===== src/logic/mem_pkg.sv =====
`default_nettype none

package mem_pkg;

  //--------------------------------------------------------------------------
  // Widths with a meaning
  //--------------------------------------------------------------------------
  typedef logic [31:0] data_word_t;
  typedef logic [24:0] ram_addr_t;
  typedef logic [23:0] flash_addr_t;
  typedef logic [7:0]  flash_byte_t;
  typedef logic [16:0] page_count_t;

  // One boot word headed for RAM
  typedef struct packed {
    ram_addr_t  addr;
    data_word_t data;
  } ram_wr_t;

  // Single word host access
  typedef struct packed {
    logic       write;
    ram_addr_t  addr;
    data_word_t wdata;
  } host_req_t;

  // Controller local bus request side
  typedef struct packed {
    logic       write_req;
    logic       read_req;
    logic       burstbegin;
    ram_addr_t  address;
    data_word_t wdata;
  } local_cmd_t;

  //--------------------------------------------------------------------------
  // Flash constants
  //--------------------------------------------------------------------------
  // Byte address of a flash page is the page number shifted by this
  localparam int FLASH_PAGE_SHIFT = 8;
  localparam int BYTES_PER_WORD   = 4;

  localparam flash_byte_t FLASH_READ_OP = 8'h03;

endpackage

`default_nettype wire


===== src/logic/spi_flash_reader.sv =====
`default_nettype none

module spi_flash_reader import mem_pkg::*; #(
  parameter int SCK_DIV = 2
) (
  input  wire              phy_clk,
  input  wire              arst_n,
  input  wire              read_start,
  input  wire flash_addr_t read_addr,
  input  wire [11:0]       byte_count,
  input  wire              byte_ready,
  input  wire              flash_dq1,
  output logic             reader_idle,
  output logic             byte_valid,
  output flash_byte_t      byte_data,
  output logic             flash_c,
  output logic             flash_sb,
  output logic             flash_dq0
);

  localparam int DIV_W = (SCK_DIV > 1) ? $clog2(SCK_DIV) : 1;
  localparam logic [DIV_W-1:0] DIV_LAST = DIV_W'(SCK_DIV - 1);

  typedef enum logic [1:0] {st_idle, st_command, st_data, st_done} state_t;

  state_t           state;
  logic [DIV_W-1:0] div_cnt;
  logic             sck;
  logic [4:0]       bit_cnt;
  logic [11:0]      bytes_left;
  logic [31:0]      shift_out;
  flash_byte_t      shift_in;
  logic             byte_complete;
  logic             active;
  logic             stall;
  logic             half_tick;
  logic             rise;
  logic             fall;

  assign active = (state == st_command) || (state == st_data);

  // Keep SCK low at a byte boundary while the previous byte is still held
  assign stall = (state == st_data) && !sck && (bit_cnt == 5'd0) &&
                 byte_valid && !byte_ready;

  assign half_tick = active && !stall && (div_cnt == DIV_LAST);
  assign rise      = half_tick && !sck;
  assign fall      = half_tick && sck;

  assign reader_idle = (state == st_idle);
  assign flash_c     = sck;
  assign flash_dq0   = shift_out[31];

  //--------------------------------------------------------------------------
  // SCK half period divider
  //--------------------------------------------------------------------------
  always_ff @(posedge phy_clk or negedge arst_n) begin
    if (!arst_n) begin
      div_cnt <= '0;
    end else if (!active || half_tick) begin
      div_cnt <= '0;
    end else if (!stall) begin
      div_cnt <= div_cnt + 1'b1;
    end
  end

  //--------------------------------------------------------------------------
  // Transfer FSM
  //--------------------------------------------------------------------------
  always_ff @(posedge phy_clk or negedge arst_n) begin
    if (!arst_n) begin
      state         <= st_idle;
      flash_sb      <= 1'b1;
      sck           <= 1'b0;
      bit_cnt       <= '0;
      bytes_left    <= '0;
      shift_out     <= '0;
      byte_complete <= 1'b0;
    end else begin
      byte_complete <= 1'b0;
      case (state)
        st_idle: begin
          if (read_start) begin
            state      <= st_command;
            flash_sb   <= 1'b0;
            shift_out  <= {FLASH_READ_OP, read_addr};
            bytes_left <= byte_count;
            bit_cnt    <= '0;
          end
        end
        st_command: begin
          if (rise) begin
            sck <= 1'b1;
          end
          // Mode 0, next bit goes out on the falling edge
          if (fall) begin
            sck       <= 1'b0;
            shift_out <= {shift_out[30:0], 1'b0};
            bit_cnt   <= bit_cnt + 5'd1;
            if (bit_cnt == 5'd31) begin
              state <= st_data;
            end
          end
        end
        st_data: begin
          if (rise) begin
            sck <= 1'b1;
            if (bit_cnt[2:0] == 3'd7) begin
              byte_complete <= 1'b1;
              bytes_left    <= bytes_left - 12'd1;
            end
          end
          if (fall) begin
            sck     <= 1'b0;
            bit_cnt <= {2'b00, bit_cnt[2:0] + 3'd1};
            if (bit_cnt[2:0] == 3'd7 && bytes_left == 12'd0) begin
              state <= st_done;
            end
          end
        end
        st_done: begin
          flash_sb <= 1'b1;
          state    <= st_idle;
        end
        default: state <= st_idle;
      endcase
    end
  end

  // Receive shifter, sampled on SCK rising edges
  always_ff @(posedge phy_clk) begin
    if (state == st_data && rise) begin
      shift_in <= {shift_in[6:0], flash_dq1};
    end
    if (byte_complete) begin
      byte_data <= shift_in;
    end
  end

  // Holding register handshake
  always_ff @(posedge phy_clk or negedge arst_n) begin
    if (!arst_n) begin
      byte_valid <= 1'b0;
    end else if (byte_complete) begin
      byte_valid <= 1'b1;
    end else if (byte_ready) begin
      byte_valid <= 1'b0;
    end
  end

  // Chip select released whenever no transfer runs
  assert property (@(posedge phy_clk) disable iff (!arst_n)
    (state == st_idle) |-> flash_sb);

endmodule

`default_nettype wire


===== src/logic/boot_loader.sv =====
`default_nettype none

module boot_loader import mem_pkg::*; #(
  parameter int PAGE_WORDS      = 64,
  parameter int FLASH_BASE_PAGE = 2048
) (
  input  wire              phy_clk,
  input  wire              arst_n,
  input  wire              local_init_done,
  input  wire              reader_idle,
  input  wire              byte_valid,
  input  wire flash_byte_t byte_data,
  input  wire              wr_ready,
  output logic             read_start,
  output flash_addr_t      read_addr,
  output logic [11:0]      byte_count,
  output logic             byte_ready,
  output logic             wr_valid,
  output ram_wr_t          wr,
  output logic             boot_done
);

  localparam int IDX_W = $clog2(PAGE_WORDS);
  localparam logic [IDX_W:0] LAST_IDX = (IDX_W + 1)'(PAGE_WORDS - 1);

  typedef enum logic [2:0] {
    st_wait_init,
    st_start_page,
    st_collect,
    st_write_word,
    st_next_page,
    st_done
  } state_t;

  state_t         state;
  page_count_t    page;
  page_count_t    page_total;
  page_count_t    page_next;
  logic [IDX_W:0] word_idx;
  logic [1:0]     byte_idx;
  data_word_t     word_buf;
  logic           header_word;

  assign page_next   = page + 17'd1;
  assign header_word = (page == '0) && (word_idx == '0);

  // Image page p sits at flash page FLASH_BASE_PAGE + p
  assign read_addr  = flash_addr_t'(FLASH_BASE_PAGE + int'(page)) << FLASH_PAGE_SHIFT;
  assign byte_count = 12'(PAGE_WORDS * BYTES_PER_WORD);
  assign byte_ready = (state == st_collect);

  assign wr.addr = (ram_addr_t'(page) << IDX_W) + ram_addr_t'(word_idx);
  assign wr.data = word_buf;

  // Big-endian packing, first byte lands in the top
  always_ff @(posedge phy_clk) begin
    if (byte_ready && byte_valid) begin
      word_buf <= {word_buf[23:0], byte_data};
    end
  end

  //--------------------------------------------------------------------------
  // Page loop
  //--------------------------------------------------------------------------
  always_ff @(posedge phy_clk or negedge arst_n) begin
    if (!arst_n) begin
      state      <= st_wait_init;
      read_start <= 1'b0;
      wr_valid   <= 1'b0;
      boot_done  <= 1'b0;
      page       <= '0;
      page_total <= 17'd1;
      word_idx   <= '0;
      byte_idx   <= '0;
    end else begin
      read_start <= 1'b0;
      case (state)
        st_wait_init: begin
          if (local_init_done) begin
            state <= st_start_page;
          end
        end
        st_start_page: begin
          if (reader_idle) begin
            read_start <= 1'b1;
            word_idx   <= '0;
            byte_idx   <= '0;
            state      <= st_collect;
          end
        end
        st_collect: begin
          if (byte_valid) begin
            byte_idx <= byte_idx + 2'd1;
            if (byte_idx == 2'd3) begin
              wr_valid <= 1'b1;
              state    <= st_write_word;
            end
          end
        end
        st_write_word: begin
          if (wr_ready) begin
            wr_valid <= 1'b0;
            // Header word, a zero count still means one page
            if (header_word) begin
              page_total <= (word_buf[15:0] == 16'd0) ? 17'd1 : {1'b0, word_buf[15:0]};
            end
            word_idx <= word_idx + 1'b1;
            state    <= (word_idx == LAST_IDX) ? st_next_page : st_collect;
          end
        end
        st_next_page: begin
          page <= page_next;
          if (page_next == page_total) begin
            boot_done <= 1'b1;
            state     <= st_done;
          end else begin
            state <= st_start_page;
          end
        end
        st_done: state <= st_done;
        default: state <= st_wait_init;
      endcase
    end
  end

  assert property (@(posedge phy_clk) disable iff (!arst_n)
    (state == st_collect) |-> (word_idx < PAGE_WORDS));

  // A raised word request waits unchanged for the bus master
  assert property (@(posedge phy_clk) disable iff (!arst_n)
    (wr_valid && !wr_ready) |=> (wr_valid && $stable(wr)));

endmodule

`default_nettype wire


===== src/logic/local_bus_master.sv =====
`default_nettype none

module local_bus_master import mem_pkg::*; (
  input  wire             phy_clk,
  input  wire             arst_n,
  input  wire             boot_done,
  input  wire             wr_valid,
  input  wire ram_wr_t    wr,
  input  wire             req_valid,
  input  wire host_req_t  req,
  input  wire             local_ready,
  input  wire data_word_t local_rdata,
  input  wire             local_rdata_valid,
  output logic            wr_ready,
  output logic            req_ready,
  output logic            rsp_valid,
  output data_word_t      rsp_data,
  output local_cmd_t      local_cmd
);

  typedef enum logic [1:0] {st_idle, st_issue, st_wait_write, st_wait_read} state_t;

  state_t     state;
  logic       op_write;
  ram_addr_t  op_addr;
  data_word_t op_wdata;
  logic       fire;

  // Boot writes own the bus until boot_done, the host after
  assign wr_ready  = (state == st_idle) && !boot_done;
  assign req_ready = (state == st_idle) && boot_done;

  // Command pulse on the first issue cycle the controller is ready
  assign fire = (state == st_issue) && local_ready;

  assign local_cmd = '{
    write_req:  fire && op_write,
    read_req:   fire && !op_write,
    burstbegin: fire,
    address:    op_addr,
    wdata:      op_wdata
  };

  always_ff @(posedge phy_clk) begin
    if (wr_valid && wr_ready) begin
      op_addr  <= wr.addr;
      op_wdata <= wr.data;
    end else if (req_valid && req_ready) begin
      op_addr  <= req.addr;
      op_wdata <= req.wdata;
    end
    if (state == st_wait_read && local_rdata_valid) begin
      rsp_data <= local_rdata;
    end
  end

  //--------------------------------------------------------------------------
  // One operation in flight at a time
  //--------------------------------------------------------------------------
  always_ff @(posedge phy_clk or negedge arst_n) begin
    if (!arst_n) begin
      state     <= st_idle;
      op_write  <= 1'b0;
      rsp_valid <= 1'b0;
    end else begin
      rsp_valid <= 1'b0;
      case (state)
        st_idle: begin
          if (wr_valid && wr_ready) begin
            op_write <= 1'b1;
            state    <= st_issue;
          end else if (req_valid && req_ready) begin
            op_write <= req.write;
            state    <= st_issue;
          end
        end
        st_issue: begin
          if (local_ready) begin
            state <= op_write ? st_wait_write : st_wait_read;
          end
        end
        st_wait_write: begin
          if (local_ready) begin
            state <= st_idle;
          end
        end
        st_wait_read: begin
          if (local_rdata_valid) begin
            rsp_valid <= 1'b1;
            state     <= st_idle;
          end
        end
        default: state <= st_idle;
      endcase
    end
  end

  assert property (@(posedge phy_clk) disable iff (!arst_n)
    !(local_cmd.write_req && local_cmd.read_req));

  assert property (@(posedge phy_clk) disable iff (!arst_n)
    (local_cmd.write_req || local_cmd.read_req) |-> local_ready);

endmodule

`default_nettype wire


===== src/logic/memory_top.sv =====
`default_nettype none

module memory_top import mem_pkg::*; #(
  parameter int PAGE_WORDS      = 64,
  parameter int FLASH_BASE_PAGE = 2048,
  parameter int SCK_DIV         = 2
) (
  input  wire             phy_clk,
  input  wire             arst_n,

  // Host request and response
  input  wire             req_valid,
  input  wire host_req_t  req,
  output logic            req_ready,
  output logic            rsp_valid,
  output data_word_t      rsp_data,

  // RAM controller local bus
  output local_cmd_t      local_cmd,
  input  wire             local_ready,
  input  wire data_word_t local_rdata,
  input  wire             local_rdata_valid,
  input  wire             local_init_done,
  output logic            boot_done,

  // Serial boot flash
  output logic            flash_c,
  output logic            flash_sb,
  output logic            flash_dq0,
  input  wire             flash_dq1
);

  //--------------------------------------------------------------------------
  // Internal links
  //--------------------------------------------------------------------------
  logic        read_start;
  flash_addr_t read_addr;
  logic [11:0] byte_count;
  logic        reader_idle;
  logic        byte_valid;
  flash_byte_t byte_data;
  logic        byte_ready;
  logic        wr_valid;
  ram_wr_t     wr;
  logic        wr_ready;

  spi_flash_reader #(
    .SCK_DIV (SCK_DIV)
  ) u_reader (
    .phy_clk     (phy_clk),
    .arst_n      (arst_n),
    .read_start  (read_start),
    .read_addr   (read_addr),
    .byte_count  (byte_count),
    .byte_ready  (byte_ready),
    .flash_dq1   (flash_dq1),
    .reader_idle (reader_idle),
    .byte_valid  (byte_valid),
    .byte_data   (byte_data),
    .flash_c     (flash_c),
    .flash_sb    (flash_sb),
    .flash_dq0   (flash_dq0)
  );

  boot_loader #(
    .PAGE_WORDS      (PAGE_WORDS),
    .FLASH_BASE_PAGE (FLASH_BASE_PAGE)
  ) u_boot (
    .phy_clk         (phy_clk),
    .arst_n          (arst_n),
    .local_init_done (local_init_done),
    .reader_idle     (reader_idle),
    .byte_valid      (byte_valid),
    .byte_data       (byte_data),
    .wr_ready        (wr_ready),
    .read_start      (read_start),
    .read_addr       (read_addr),
    .byte_count      (byte_count),
    .byte_ready      (byte_ready),
    .wr_valid        (wr_valid),
    .wr              (wr),
    .boot_done       (boot_done)
  );

  local_bus_master u_bus (
    .phy_clk           (phy_clk),
    .arst_n            (arst_n),
    .boot_done         (boot_done),
    .wr_valid          (wr_valid),
    .wr                (wr),
    .req_valid         (req_valid),
    .req               (req),
    .local_ready       (local_ready),
    .local_rdata       (local_rdata),
    .local_rdata_valid (local_rdata_valid),
    .wr_ready          (wr_ready),
    .req_ready         (req_ready),
    .rsp_valid         (rsp_valid),
    .rsp_data          (rsp_data),
    .local_cmd         (local_cmd)
  );

endmodule

`default_nettype wire


===== config.mk =====
export PLATFORM = sky130hd
export DESIGN_NAME = memory_top
export DESIGN_NICKNAME = d
export VERILOG_FILES = /design/src/logic/mem_pkg.sv /design/src/logic/spi_flash_reader.sv /design/src/logic/boot_loader.sv /design/src/logic/local_bus_master.sv /design/src/logic/memory_top.sv
export SDC_FILE = /design/constraint.sdc
export NUM_CORES = 1
export LEC_CHECK = 0
export ABC_AREA = 0
export BUFFER_PORTS_ARGS = -buffer_cell sky130_fd_sc_hd__buf_4
export CORE_UTILIZATION = 50
export CTS_CLUSTER_SIZE = 25
export DETAILED_ROUTE_END_ITERATION = 12
export PLACE_DENSITY = 0.72
export SYNTH_ARGS = -nofsm -noshare
export SYNTH_HDL_FRONTEND = slang
export SYNTH_SLANG_ARGS = --single-unit

===== constraint.sdc =====
create_clock -name phy_clk -period 2.94 [get_ports phy_clk]
set_input_delay 0.441 -clock phy_clk [delete_from_list [all_inputs] [get_ports phy_clk]]
set_output_delay 0.441 -clock phy_clk [all_outputs]
set_load 0.1 [all_outputs]

==> out/metrics.sh <==
STATUS='complete, no violations'
CTS-HTREE-LEVELS=1
DIE_W_UM=146
DIE_AREA_UM2=21300
PORT_BUFFERS=194
FLOW.AREA_GROWTH_FROM_SYNTHESIS_PCT=25.3
PLACE.GP.CONGESTION=0.916
UNREPAIRED_SETUP_ENDPOINTS_AFTER_GLOBAL_ROUTING='false'
PLACE_WORST_SETUP_SLACK_NS=0.488
PATH_CELLS='nand3_1, nor4_1, xnor2_1, a311oi_1, nand4_1, a221oi_1'
TIMING.CRITICAL_PATH.MAX_DELAY_FAMILY='simple AND/OR/NAND/NOR gates'
CPMAXSTAGEDELAYCELL='dfrtp_1'
FIN_WS_NS=0.482
TIMING.CRITICAL_PATH.SLOWEST_CELL_DELAY_NS=0.61
DRT_ITER0_MARKERS=462
TOTAL_POWER_uW=9140
FLOORPLAN.INITIALDENSITY=0.511
GRT_FIRST_PASS_WIRELENGTH_UM=35500
MAXSLEWVIOLCOUNT=0
CTS_SETUP_BUFFERS=0
NUMBER_OF_INSTANCES_IN_THE_SYNTHESIZED_NETLIST=785
CRITPATHREQUIREDTIME_NS=3.34
DETAIL_ROUTE.VIAS_PER_CELL=5.34
PERIOD_SHARE=0.836
TIMING.MAX_CAP.VIOLATIONS=0
VIA_COUNT_OF_THE_FIRST_GLOBAL_ROUTING_PASS=6647
YOSYS.CELL_TYPES.COUNT=69
SYNTH-SEQ-AREA-SHARE=0.640
CRIT_TYPE='flop to flop'
GRT-BUSIEST-LAYER='met2'
SETUP_VIOL_COUNT_FINAL=0
SYNTH.TOP_CELL.AREA_SHARE=0.398
POST-SYNTH-TOP-AREA-CELL='edfxtp_1'
GRT_USAGE=0.209
CTS_INSERTED_BUFFERS=25
CTSRESIZECOUNT=0
WORSTSETUPENDPOINTTYPE='flop'
AVGROUTEDWIREPERCELL_UM=17.2
TIGHTEST_SLEW_NS=1.18
POSTSYNTHNETCOUNT=900
REMAINING_DRC_ERRORS=0
LAYOUT-DRIVE-GT1-SHARE=0.324
SYNTH-MAIN-FF-CELL='edfxtp_1'
CELL_AREA_PLACED_UM2=12200
CLOCK_INSERTION_DELAY_WORST_SKEW_NS=0.51
GLOBAL_ROUTE.OVERFLOW_TOTAL=0
DR_TOTAL_VIAS=6814
MET2_USAGE=0.334
P_PER_AREA_nW_PER_UM2=706
CLOCK_PATH_BUFFERS=3
LEAKAGEPOWER_uW=0.00521
HP-CLASS='input pin to flop'
IO_PINS=195
FINAL-HOLD-VIOLATION-COUNT=0
SEQ_AREA_UM2=6620
SYNTH_EDF_COUNT=137
SYNTHESIS.AREA_PER_INSTANCE_UM2=13.2
FINALWIRELENGTH_UM=22000
FINAL_CELL_AREA_UM2=13000
BIGGEST_AREA_CONTRIBUTORS_IN_THE_SYNTHESIZED_NETLIST='edfxtp_1 (40%), dfrtp_1 (24%), mux2_2 (6.0%)'
ANTENNA_FOUND_INITIAL=0
CRITICAL_PATH_ARRIVAL_NS=2.86
WORST_CASE_VDD_IR_DROP_mV=0.794
TIMING.MAX_SLEW.REL_SLACK=0.214
TNS_NS=0
DPL.HPWL_UM=15500
GRT_MAX_DEGREE=52
PLACEMENT_ROWS=52
MULTIINPUTGATEAREA_UM2=3500
CLOCK_TREE.ROOT_CELL='clkbuf_16'
TRITONCTS_CLOCK_TREE='done'
FINAL_NET_COUNT=1102
FILL_CELLS=1553
FINAL.MIN_CLOCK_PERIOD_NS=2.46
WORST_CLOCK_SKEW_NS=0.0170
SYNTH-SEQ-CELLS=237
ANTENNADIODECOUNT=0
CRITICAL_PATH.MAX_FANOUT=12
CP_NUM_BUF_INV=0
SYN-CELL-AREA_UM2=10300
ACHIEVABLE-FREQUENCY_GHz=0.407
PLACEABLE_CORE_AREA_UM2=20200
FLOORPLAN.DIE.HEIGHT_UM=146
GR_UTIL_MET1=0.297
CRITPATHLAUNCHTYPE='flop'
CTS_NUM_SINKS=237
CLK_PIN_SLEW_NS=0.06
GROUTE.LAYER.MET3.USAGE=0.0335
YS_WARN_COUNT=0
DRT-PASS1-ITER-COUNT=7
SYNTHARSTFLOPSHARE=0.422
FINAL_ANTENNA_NET_COUNT=0
layer usage:
metal  vias to the layer above  routed length, um
li1                       3257                  -
met1                      3298               9780
met2                       229              10400
met3                        30               1330
met4                         0                419
met5                         -                  0
timing repair:
action / in CTS / in global routing
setup endpoints to repair: 0 / 0
hold buffers: 1 / 0
endpoints found under the hold margin: 45 / 0
stage by stage:
step	util	hold slack [ns]	instances
3_3_place_gp	0.601	0.400	1229
5_1_grt	0.640	0.0854	1276
6_report	0.640	0.101	1276
3_5_place_dp	0.601	0.405	1229
4_1_cts	0.640	0.0796	1276
2_1_floorplan	-	0.145	785
cells in the final DEF, fill, tap and decap left out, drive strengths merged, types with 3 or more instances in the layout:
cell,instances
a21o,3
a21oi,33
a22o,9
and2,5
and3,8
buf,211
clkbuf,35
clkinv,9
dfrtp,98
edfxtp,137
ha,18
inv,20
mux2,56
mux2i,13
nand2,56
nand2b,9
nand3,15
nand4,17
nor2,58
nor2b,5
nor3,17
nor4,12
o21ai,34
o22a,3
o22ai,3
o31ai,5
or2,3
or3,9
xnor2,32
xor2,36
cell usage after synthesis, types with 2 or more instances:
cell and number:
inv_1 20, nor2b_1 5, nor4_1 10, mux2i_1 13
nand2_1 56, o22a_1 3, xnor2_1 32, mux2_2 55
a22o_1 9, edfxtp_1 137, clkbuf_1 20, o311ai_0 2
a21o_1 3, or2_2 2, buf_2 11, nor3b_1 2
buf_4 4, nor2_1 58, dfstp_2 2, nand3_1 15
nand4b_1 2, nand2b_1 9, ha_1 18, nand3b_1 2
nor3_1 15, a21oi_1 33, xor2_1 36, nand4_1 16
and3_1 8, and2_1 4, o21a_1 2, o21ai_0 33
o31ai_1 5, o22ai_1 3, or3_1 9, dfrtp_1 98
area by class of cell:
class | instances | share of cell area
tap | 270 | 0.0261
timing repair buffer | 212 | 0.125
inverter | 20 | 0.00608
multi-input combinational | 491 | 0.270
clock inverter | 11 | 0.00695
clock buffer | 35 | 0.0544
sequential | 237 | 0.511
path summary, 6_finish.rpt:
kind	from	cells after the start	slack, ns	end
worst max-delay path	u_boot.page[3]$_DFFE_PN0N_	6	0.48	u_boot.state[2]$_DFFE_PN0P_
worst min-delay path	flash_dq1	1	0.10	u_reader.shift_in[0]$_DFFE_PP_
worst max register to register	u_boot.page[3]$_DFFE_PN0N_	6	0.48	u_boot.state[2]$_DFFE_PN0P_
worst min register to register	u_reader.byte_data[2]$_DFFE_PP_	0	0.41	u_boot.word_buf[2]$_DFFE_PP_
max in group asynchronous	arst_n	3	1.69	u_reader.flash_sb$_DFFE_PN1P_
min in group asynchronous	arst_n	2	0.50	u_reader.bit_cnt[1]$_DFFE_PN0P_
logic make-up after synthesis:
| logic type | share of synthesized area |
|---|---|
| AOI/OAI and AO/OA | 0.0705 |
| adders and majority gates | 0.0218 |
| buffers and inverters | 0.0242 |
| and+or+nand+nor | 0.113 |
| DFF | 0.640 |
| muxes | 0.0735 |
| xor gates and xnor gates | 0.0576 |
flip-flops by register name, summed over array words and instances (netlist names), 2 cells and up:
register,count
u_reader.bit_cnt,5
u_bus.op_wdata,32
u_boot.page,17
u_boot.state,3
u_bus.state,2
u_boot.word_idx,7
u_boot.page_total,16
u_reader.bytes_left,12
u_reader.state,2
u_reader.byte_data,8
u_bus.op_addr,25
u_boot.byte_idx,2
u_bus.rsp_data,32
u_boot.word_buf,32
u_reader.shift_out,24
u_reader.shift_in,8
where the power goes:
group / switching (uW) / internal (uW) / leakage (uW)
clock network: 1240 / 1770 / 0.000395
logic: 1120 / 812 / 0.00228
registers: 336 / 3860 / 0.00253
No activity file was read; power rests on OpenSTA's default activity.
